<file path="src/logic/ninjin_pkg.sv">
package ninjin_pkg;

  localparam int DWIDTH   = 16;
  localparam int RATE     = 4;
  localparam int RATELOG  = 2;
  localparam int BWIDTH   = RATE * DWIDTH;
  localparam int WORDSIZE = 24;
  localparam int MEMSIZE  = WORDSIZE + RATELOG;
  localparam int LWIDTH   = 16;
  localparam int BUFSIZE  = 8;
  localparam int LSB      = 3;

  typedef logic signed [DWIDTH-1:0]       word_t;
  // lane 0 sits in the low bits
  typedef word_t [RATE-1:0]               beat_t;
  typedef logic [WORDSIZE-1:0]            beat_addr_t;
  typedef logic [MEMSIZE-1:0]             mem_addr_t;
  typedef logic [WORDSIZE+LSB-1:0]        byte_addr_t;
  typedef logic [LWIDTH-1:0]              len_t;
  typedef logic [BUFSIZE-1:0]             buf_addr_t;

  typedef enum logic {
    DDR_READ  = 1'b0,
    DDR_WRITE = 1'b1
  } ddr_mode_e;

  typedef struct packed {
    logic       req;
    beat_addr_t base;
    len_t       read_len;
    len_t       write_len;
  } meta_t;

  typedef struct packed {
    logic      we;
    mem_addr_t addr;
    word_t     wdata;
  } mem_req_t;

  // unit-side commands carry the beat base and a word count
  typedef struct packed {
    logic       req;
    ddr_mode_e  mode;
    byte_addr_t base;
    len_t       len;
  } ddr_cmd_t;

  typedef struct packed {
    logic       we;
    beat_addr_t waddr;
    beat_t      wdata;
  } ddr_wr_t;

  // words to beats, rounded up, clamped to one burst
  function automatic len_t beat_len(len_t words, int unsigned max_beats);
    len_t beats;
    beats = (words >> RATELOG) + len_t'(|words[RATELOG-1:0]);
    if (beats > len_t'(max_beats))
      beats = len_t'(max_beats);
    return beats;
  endfunction

endpackage

</file>
<file path="src/logic/ddr_cmd_mux.sv">
`timescale 1ns/10ps

module ddr_cmd_mux #(
  parameter int unsigned burst_max = 16
) (
  input  logic                 clk,
  input  logic                 xrst,
  input  ninjin_pkg::ddr_cmd_t rd_cmd,
  input  ninjin_pkg::ddr_cmd_t wr_cmd,
  output ninjin_pkg::ddr_cmd_t ddr_cmd
);

  import ninjin_pkg::*;

  ddr_cmd_t pend_q;
  ddr_cmd_t sel;

  // read first, then a held write
  always_comb begin
    if (rd_cmd.req)
      sel = rd_cmd;
    else if (pend_q.req)
      sel = pend_q;
    else
      sel = wr_cmd;
  end

  // one-deep slot for a colliding write
  always_ff @(posedge clk) begin
    if (!xrst)
      pend_q <= '0;
    else if (rd_cmd.req && wr_cmd.req)
      pend_q <= wr_cmd;
    else if (!rd_cmd.req)
      pend_q.req <= 1'b0;
  end

  always_ff @(posedge clk) begin
    if (!xrst) begin
      ddr_cmd <= '0;
    end else begin
      ddr_cmd.req  <= sel.req;
      ddr_cmd.mode <= sel.mode;
      // beat to byte address
      ddr_cmd.base <= sel.base << LSB;
      ddr_cmd.len  <= beat_len(sel.len, burst_max);
    end
  end

endmodule

</file>
<file path="config.mk">
export PLATFORM = sky130hd
export DESIGN_NAME = ddr_cmd_mux
export DESIGN_NICKNAME = d
export VERILOG_FILES = /design/src/logic/ninjin_pkg.sv /design/src/logic/ddr_cmd_mux.sv
export SDC_FILE = /design/constraint.sdc
export NUM_CORES = 1
export LEC_CHECK = 0
export BUFFER_PORTS_ARGS = -buffer_cell sky130_fd_sc_hd__buf_2
export CAP_MARGIN = 20
export CORE_MARGIN = 4
export CORE_UTILIZATION = 25
export DETAILED_ROUTE_END_ITERATION = 7
export SYNTH_ARGS = -nofsm -noshare
export SYNTH_HDL_FRONTEND = slang
export SYNTH_SLANG_ARGS = --single-unit
export TNS_END_PERCENT = 100
</file>
<file path="constraint.sdc">
create_clock -name clk -period 3.55 [get_ports clk]
set_input_delay 0.71 -clock clk [delete_from_list [all_inputs] [get_ports clk]]
set_output_delay 0.71 -clock clk [all_outputs]
set_load 0.05 [all_outputs]
</file>
==> Flow_metrics.wiki, run 1 <==
{| class="wikitable"
! Metric !! Value
|-
| H-tree lvl count || 3
|-
| Headroom to the max-slew limit || 0.412
|-
| Via count of the first global-routing pass || 3241
|-
| Length in cells of the worst reg-to-reg path || 8
|-
| Syn Std Cell Area || 3700 um^2
|-
| CTS tree || yes
|-
| Proportion of layout cells with a drive suffix above 1 || 0.308
|-
| Largest area contributor in the synthesized netlist || sky130_fd_sc_hd__dfxtp_1
|-
| Terminating pin of the worst hold path || pend_q[9]
|-
| Worst hold-check path type || reg2reg
|-
| Total clock sinks || 83
|-
| Hold depth || 2
|-
| RePlAce Congestion || 0.812
|-
| Data arrival time of the worst path || 3.03 ns
|-
| Launching element type of the critical path || register
|-
| Netlist cell types || 42
|-
| IO Pins || 137
|-
| DR DRC count || 0
|-
| Total Nets Final || 616
|-
| Post-route ant nets || 0
|-
| Worst min-delay path startpoint || pend_q[9]
|-
| Number of flops mapped to enable cells by yosys || 0
|-
| Floorplan die area || 16800 um^2
|-
| #FFs+latches synth || 83
|-
| Fill count || 1530
|-
| Number of input and output port buffers inserted || 126
|-
| Post-DP HPWL || 7.14 mm
|-
| Clock root buffer || sky130_fd_sc_hd__clkbuf_16
|-
| Cts bufs inserted || 9
|-
| Summed negative setup slack over all endpoints || 0 ns
|-
| Status || finished clean
|-
| Number of hold-slack violations in the final timing report || 0
|-
| Final critical-path share of the clock period || 0.791
|-
| Most used flip-flop cell after synthesis || sky130_fd_sc_hd__dfxtp_1
|-
| Diode insertion count for antenna repair || 0
|-
| Global-route total usage across every layer || 0.120
|-
| Most common cell in the netlist || sky130_fd_sc_hd__nand2_1
|-
| Tmin final || 2.81 ns
|-
| Initial Utilization || 0.255
|-
| Setup repair after global routing missed its margin || false
|-
| Maximum vdd ir drop || 0.204 mV
|-
| Via total after detailed routing || 3197
|-
| First-pass iteration count of the detailed router || 5
|-
| Iter 0 DRT Violations || 104
|-
| Leading post-synthesis cells by cell area || sky130_fd_sc_hd__dfxtp_1 (45%), sky130_fd_sc_hd__nand2_1 (12%), sky130_fd_sc_hd__mux2i_1 (8.9%)
|-
| Maximum fanout count along the critical path || 22
|-
| Share of the synthesized area in the top cell type || 0.449
|-
| GRT Residual Overflow || 0
|-
| Placeable Area || 14500 um^2
|-
| Final count of pins violating max slew || 0
|-
| Final worst clock skew || 0.00538 ns
|-
| Total Power Consumption || 0.00233 W
|-
| Post-detailed-route via-to-cell ratio || 4.50
|-
| Growth of design area from synthesis to finish || 29.1%
|-
| Number of antenna violations at the first check in global routing || 0
|-
| Origin of the critical flop-to-flop path || pend_q[44]
|-
| Fraction of synthesis flops using an asynchronous set or reset pin || 0
|-
| Sequential fraction of the synthesis area || 0.449
|-
| Clock transition time at the flip-flop clock pins of the worst setup and hold paths || 0.07 ns
|-
| Total power divided by cell area || 487 nW/um^2
|-
| Final Routed Wirelength || 9.90 mm
|-
| Average size of a mapped cell || 9.23 um^2
|-
| Warnings, synthesis || 0
|-
| Pin count of the biggest net entering global routing || 45
|-
| Total leakage power || 2.22 nW
|-
| Avg WL per Cell || 13.9 um
|-
| Max-cap violations || 0
|-
| Worst EP required || 3.78 ns
|-
| Fmax achieved || 356 MHz
|-
| Least-Margin Pin Slew || 0.882 ns
|-
| Capture point of the worst reg-to-reg path || ddr_cmd[4]
|-
| Chip Width || 130 um
|-
| Setup Viol. Count Final || 0
|-
| Setup slack, reg-to-reg || 0.74 ns
|-
| Number of hold buffers added after cts || 0
|-
| WS Path Type || reg2reg
|-
| Cells resized by post-CTS repair || 0
|-
| Top cells by count, synth || sky130_fd_sc_hd__nand2_1 (117), sky130_fd_sc_hd__dfxtp_1 (83), sky130_fd_sc_hd__a21boi_0 (41), sky130_fd_sc_hd__mux2i_1 (33), sky130_fd_sc_hd__o211a_1 (27)
|-
| Std cell rows || 44
|-
| Clock Latency Late Sink || 0.34 ns
|-
| Critical path endpoint category || register
|-
| Maximum root-to-sink buffer count || 2
|-
| Wire length of the first global-routing pass || 15.9 mm
|-
| Cells after Synth || 401
|-
| Buffers inserted during post-CTS setup optimization || 0
|-
| Fin util || 0.329
|-
| Vertical extent of the die || 130 um
|}
## how the worst max path moves through the flow
stage	from	end	slack, ns	cells past startpoint
floorplan	rd_cmd[44]	ddr_cmd[4]	0.73	10
global placement	rd_cmd[44]	ddr_cmd[4]	0.58	10
detailed placement	rd_cmd[44]	ddr_cmd[4]	0.56	10
CTS	pend_q[44]	ddr_cmd[4]	0.71	8
global route	pend_q[44]	ddr_cmd[2]	0.49	9
finish	pend_q[44]	ddr_cmd[4]	0.74	8
## area by class of cell
cell class	count	area, um^2	area share
clock buffers	9	225	0.0471
clock inverters	7	76.3	0.0160
inverters	1	3.75	0.000786
multi-input cells	296	1920	0.402
flip-flops and latches	83	1660	0.348
well taps	184	230	0.0482
repair buffers	130	661	0.138
## power by group
| group | switching (W) | total (W) | internal [W] | leakage (nW) |
|---|---|---|---|---|
| clock | 0.000432 | 0.000933 | 0.000501 | 0.149 |
| sequential | 0.0000223 | 0.00100 | 0.000981 | 0.686 |
| combinational | 0.000254 | 0.000391 | 0.000136 | 1.38 |
| total | 0.000708 | 0.00233 | 0.00162 | 2.22 |
## sequential cells by signal (all words and copies together) (netlist names)
register / flops
pend_q: 42
ddr_cmd: 41
## kinds of logic after synthesis
family / Yosys count / share of synthesized area
compound gates: 89 / 0.194
xor+xnor: 4 / 0.00946
fa+ha+maj: 3 / 0.0101
buf+inv: 35 / 0.0463
flops: 83 / 0.449
mux: 43 / 0.125
other cells: 1 / 0.00101
simple gates: 143 / 0.165
## metrics by stage
step / setup slack (ns) / cell area (um^2) / cells / hold slack (ns)
3_3_place_gp: 0.576 / 4480 / 694 / 0.447
3_5_place_dp: 0.562 / 4480 / 694 / 0.456
2_1_floorplan: 0.727 / 3750 / 414 / 0.440
4_1_cts: 0.714 / 4780 / 710 / 0.466
5_1_grt: 0.492 / 4780 / 710 / 0.486
6_report: 0.743 / 4780 / 710 / 0.463
## layer usage
metal	wire (um)	GRT usage	vias up	part of all wire
li1	-	-	1596	-
met3	836	0.0503	9	0.084
met4	99	0.0428	0	0.010
met1	4290	0.138	1497	0.43
met2	4670	0.201	95	0.47
met5	0	0	-	0
## cell usage in the layout (no fill, tap or decap), types with 3 or more instances in the layout
master and instances:
sky130_fd_sc_hd__nor2_1 6, sky130_fd_sc_hd__nor4_1 4, sky130_fd_sc_hd__o211a_1 27, sky130_fd_sc_hd__ha_1 3
sky130_fd_sc_hd__o21ai_0 6, sky130_fd_sc_hd__clkbuf_16 9, sky130_fd_sc_hd__mux2i_1 33, sky130_fd_sc_hd__conb_1 14
sky130_fd_sc_hd__nand3_1 3, sky130_fd_sc_hd__nand2_1 117, sky130_fd_sc_hd__a21boi_0 41, sky130_fd_sc_hd__buf_2 126
sky130_fd_sc_hd__dfxtp_1 82, sky130_fd_sc_hd__a21oi_1 4, sky130_fd_sc_hd__buf_4 4, sky130_fd_sc_hd__xnor2_1 3
sky130_fd_sc_hd__inv_8 3, sky130_fd_sc_hd__mux2_2 6
## worst max-delay path, stage by stage, from the launching register on
cell and delay (ns):
sky130_fd_sc_hd__dfxtp_2 0.75, sky130_fd_sc_hd__mux2_2 0.44, sky130_fd_sc_hd__o21a_1 0.20, sky130_fd_sc_hd__ha_1 0.20
sky130_fd_sc_hd__o211a_1 0.13, sky130_fd_sc_hd__and3_1 0.17, sky130_fd_sc_hd__o41ai_1 0.26, sky130_fd_sc_hd__a31oi_1 0.25
sky130_fd_sc_hd__o31a_1 0.30
No activity file was read; power rests on OpenSTA's default activity.
==> run 2, diff against run 1 <==
- clock period: 3.55 -> 2.4 ns (I/O delays scaled with it)
==> run 2 against run 1 <==
Die area unchanged. Via count increased by 1.8%. Final area increased by 4.7%. Worst setup slack got worse by 0.63 ns. Largest cell class unchanged. Total power increased by 49%. Clock-buffer cell count unchanged. Sequential cell count unchanged. Largest power group unchanged. Routed wire length increased by 1.4%. Maximum frequency increased by 22%. Sequential share of layout area decreased by 1.5 points. Core utilization increased by 1.5 points. Hold slack got worse by 0.11 ns.
==> Flow_metrics.wiki, run 2 (synthesized netlist as in run 1, its figures left out) <==
{| class="wikitable"
! Metric !! Value
|-
| Length in cells of the worst reg-to-reg path || 7
|-
| Critical path endpoint category || register
|-
| Number of hold buffers added after cts || 0
|-
| GRT Residual Overflow || 0
|-
| Largest registers ranked by flip-flop count || pend_q: 42 flops, ddr_cmd: 41 flops
|-
| Std cell rows || 44
|-
| Tmin final || 2.29 ns
|-
| Least-Margin Pin Slew || 0.512 ns
|-
| Data arrival time of the worst path || 2.53 ns
|-
| Total leakage power || 2.30 nW
|-
| Maximum root-to-sink buffer count || 2
|-
| Worst hold-check path type || in2reg
|-
| Via total after detailed routing || 3256
|-
| RePlAce Congestion || 0.841
|-
| Cts bufs inserted || 9
|-
| Maximum fanout count along the critical path || 17
|-
| Fmax achieved || 436 MHz
|-
| Final count of pins violating max slew || 0
|-
| Maximum vdd ir drop || 0.442 mV
|-
| Total Power Consumption || 0.00348 W
|-
| Fin util || 0.344
|-
| IO Pins || 137
|-
| Setup Viol. Count Final || 0
|-
| CTS tree || yes
|-
| Status || finished clean
|-
| H-tree lvl count || 3
|-
| Clock Latency Late Sink || 0.35 ns
|-
| First-pass iteration count of the detailed router || 4
|-
| Headroom to the max-slew limit || 0.659
|-
| Global-route total usage across every layer || 0.121
|-
| Clock root buffer || sky130_fd_sc_hd__clkbuf_16
|-
| Number of antenna violations at the first check in global routing || 0
|-
| Launching element type of the critical path || register
|-
| Flip-flop count of the largest register, all copies and words added || 42
|-
| Wire length of the first global-routing pass || 16.0 mm
|-
| Max-cap violations || 0
|-
| Via count of the first global-routing pass || 3292
|-
| Chip Width || 130 um
|-
| Most common cell after layout, fill and taps aside || sky130_fd_sc_hd__buf_2
|-
| Final Routed Wirelength || 10.0 mm
|-
| Largest reg by FF count || pend_q
|-
| Hold depth || 2
|-
| DR DRC count || 0
|-
| Iter 0 DRT Violations || 129
|-
| Pin count of the biggest net entering global routing || 74
|-
| Vertical extent of the die || 130 um
|-
| Post-detailed-route via-to-cell ratio || 4.50
|-
| Leading cell types in the layout, fill and taps excluded || sky130_fd_sc_hd__buf_2 (126), sky130_fd_sc_hd__nand2_1 (116), sky130_fd_sc_hd__dfxtp_1 (82), sky130_fd_sc_hd__a21boi_0 (41), sky130_fd_sc_hd__mux2i_1 (32)
|-
| Clock transition time at the flip-flop clock pins of the worst setup and hold paths || 0.07 ns
|-
| Post-DP HPWL || 7.30 mm
|-
| Placeable Area || 14500 um^2
|-
| Growth of design area from synthesis to finish || 35.1%
|-
| Floorplan die area || 16800 um^2
|-
| Diode insertion count for antenna repair || 0
|-
| Final critical-path share of the clock period || 0.955
|-
| Buffers inserted during post-CTS setup optimization || 0
|-
| Total clock sinks || 83
|-
| Number of hold-slack violations in the final timing report || 0
|-
| WS Path Type || reg2reg
|-
| Avg WL per Cell || 13.9 um
|-
| Initial Utilization || 0.255
|-
| Total Nets Final || 630
|-
| Final worst clock skew || 0.00936 ns
|-
| Post-route ant nets || 0
|-
| Number of input and output port buffers inserted || 126
|-
| Worst EP required || 2.64 ns
|-
| Proportion of layout cells with a drive suffix above 1 || 0.348
|-
| Total power divided by cell area || 695 nW/um^2
|-
| Fill count || 1521
|}
[run 2: changes by cell type in the layout (fill, tap and decap cells not counted), sizes merged]
cell	before	now
buf	130	144
clkinv	2	1
clkinvlp	0	1
[run 2: layout make-up]
type / count / area (um^2) / area share
tap: 184 / 230 / 0.0460
clock buffer: 9 / 225 / 0.0450
inverter: 1 / 3.75 / 0.000751
timing repair buffer: 144 / 791 / 0.158
sequential: 83 / 1670 / 0.333
clock inverter: 7 / 65.1 / 0.0130
multi-input combinational: 296 / 2020 / 0.404
[run 2: what timing repair did]
item / 4_1_cts / 5_1_grt
endpoints found under the setup margin: 5 / 5
pin swaps: 0 / 2
resized for setup: 2 / 16
[run 2: report_power, final]
part | switching, W | internal, W | leakage, nW
clock | 0.000636 | 0.000729 | 0.141
combinational | 0.000401 | 0.000235 | 1.48
sequential | 0.0000275 | 0.00145 | 0.686
[run 2: per-stage QoR]
step	instance area [um^2]	TNS, ns	worst slack [ns]	std cells	hold WS (ns)
after detailed placement	4620	-1.36	-0.312	708	0.456
after global placement	4620	-0.704	-0.180	708	0.447
final	5000	0	0.109	724	0.353
after CTS	4920	0	0.00319	724	0.334
after global routing	5000	-0.0136	-0.00885	724	0.339
after floorplan	3780	0	0.00881	414	0.440
[run 2: worst max-delay path: stages (launching register included)]
cell                       delay, ns
sky130_fd_sc_hd__dfxtp_4        0.42
sky130_fd_sc_hd__buf_12         0.18
sky130_fd_sc_hd__mux2_2         0.38
sky130_fd_sc_hd__o21ai_1        0.17
sky130_fd_sc_hd__and4bb_2       0.31
sky130_fd_sc_hd__a21oi_1        0.18
sky130_fd_sc_hd__o221ai_2       0.19
sky130_fd_sc_hd__o31a_1         0.34
[run 2: path summary, 6_finish.rpt]
path / slack [ns] / to / from
setup / recovery: 0.11 / ddr_cmd[4] / pend_q[44]
hold reg to reg: 0.46 / pend_q[26] / pend_q[26]
setup reg to reg: 0.11 / ddr_cmd[4] / pend_q[44]
hold / removal: 0.35 / ddr_cmd[32] / rd_cmd[29]
[run 2: layer usage]
metal / part of all wire / vias to the layer above / global-route usage
met5: 0 / - / 0
met2: 0.48 / 108 / 0.205
met1: 0.42 / 1504 / 0.138
li1: - / 1630 / -
met3: 0.083 / 14 / 0.0377
met4: 0.021 / 0 / 0.0575
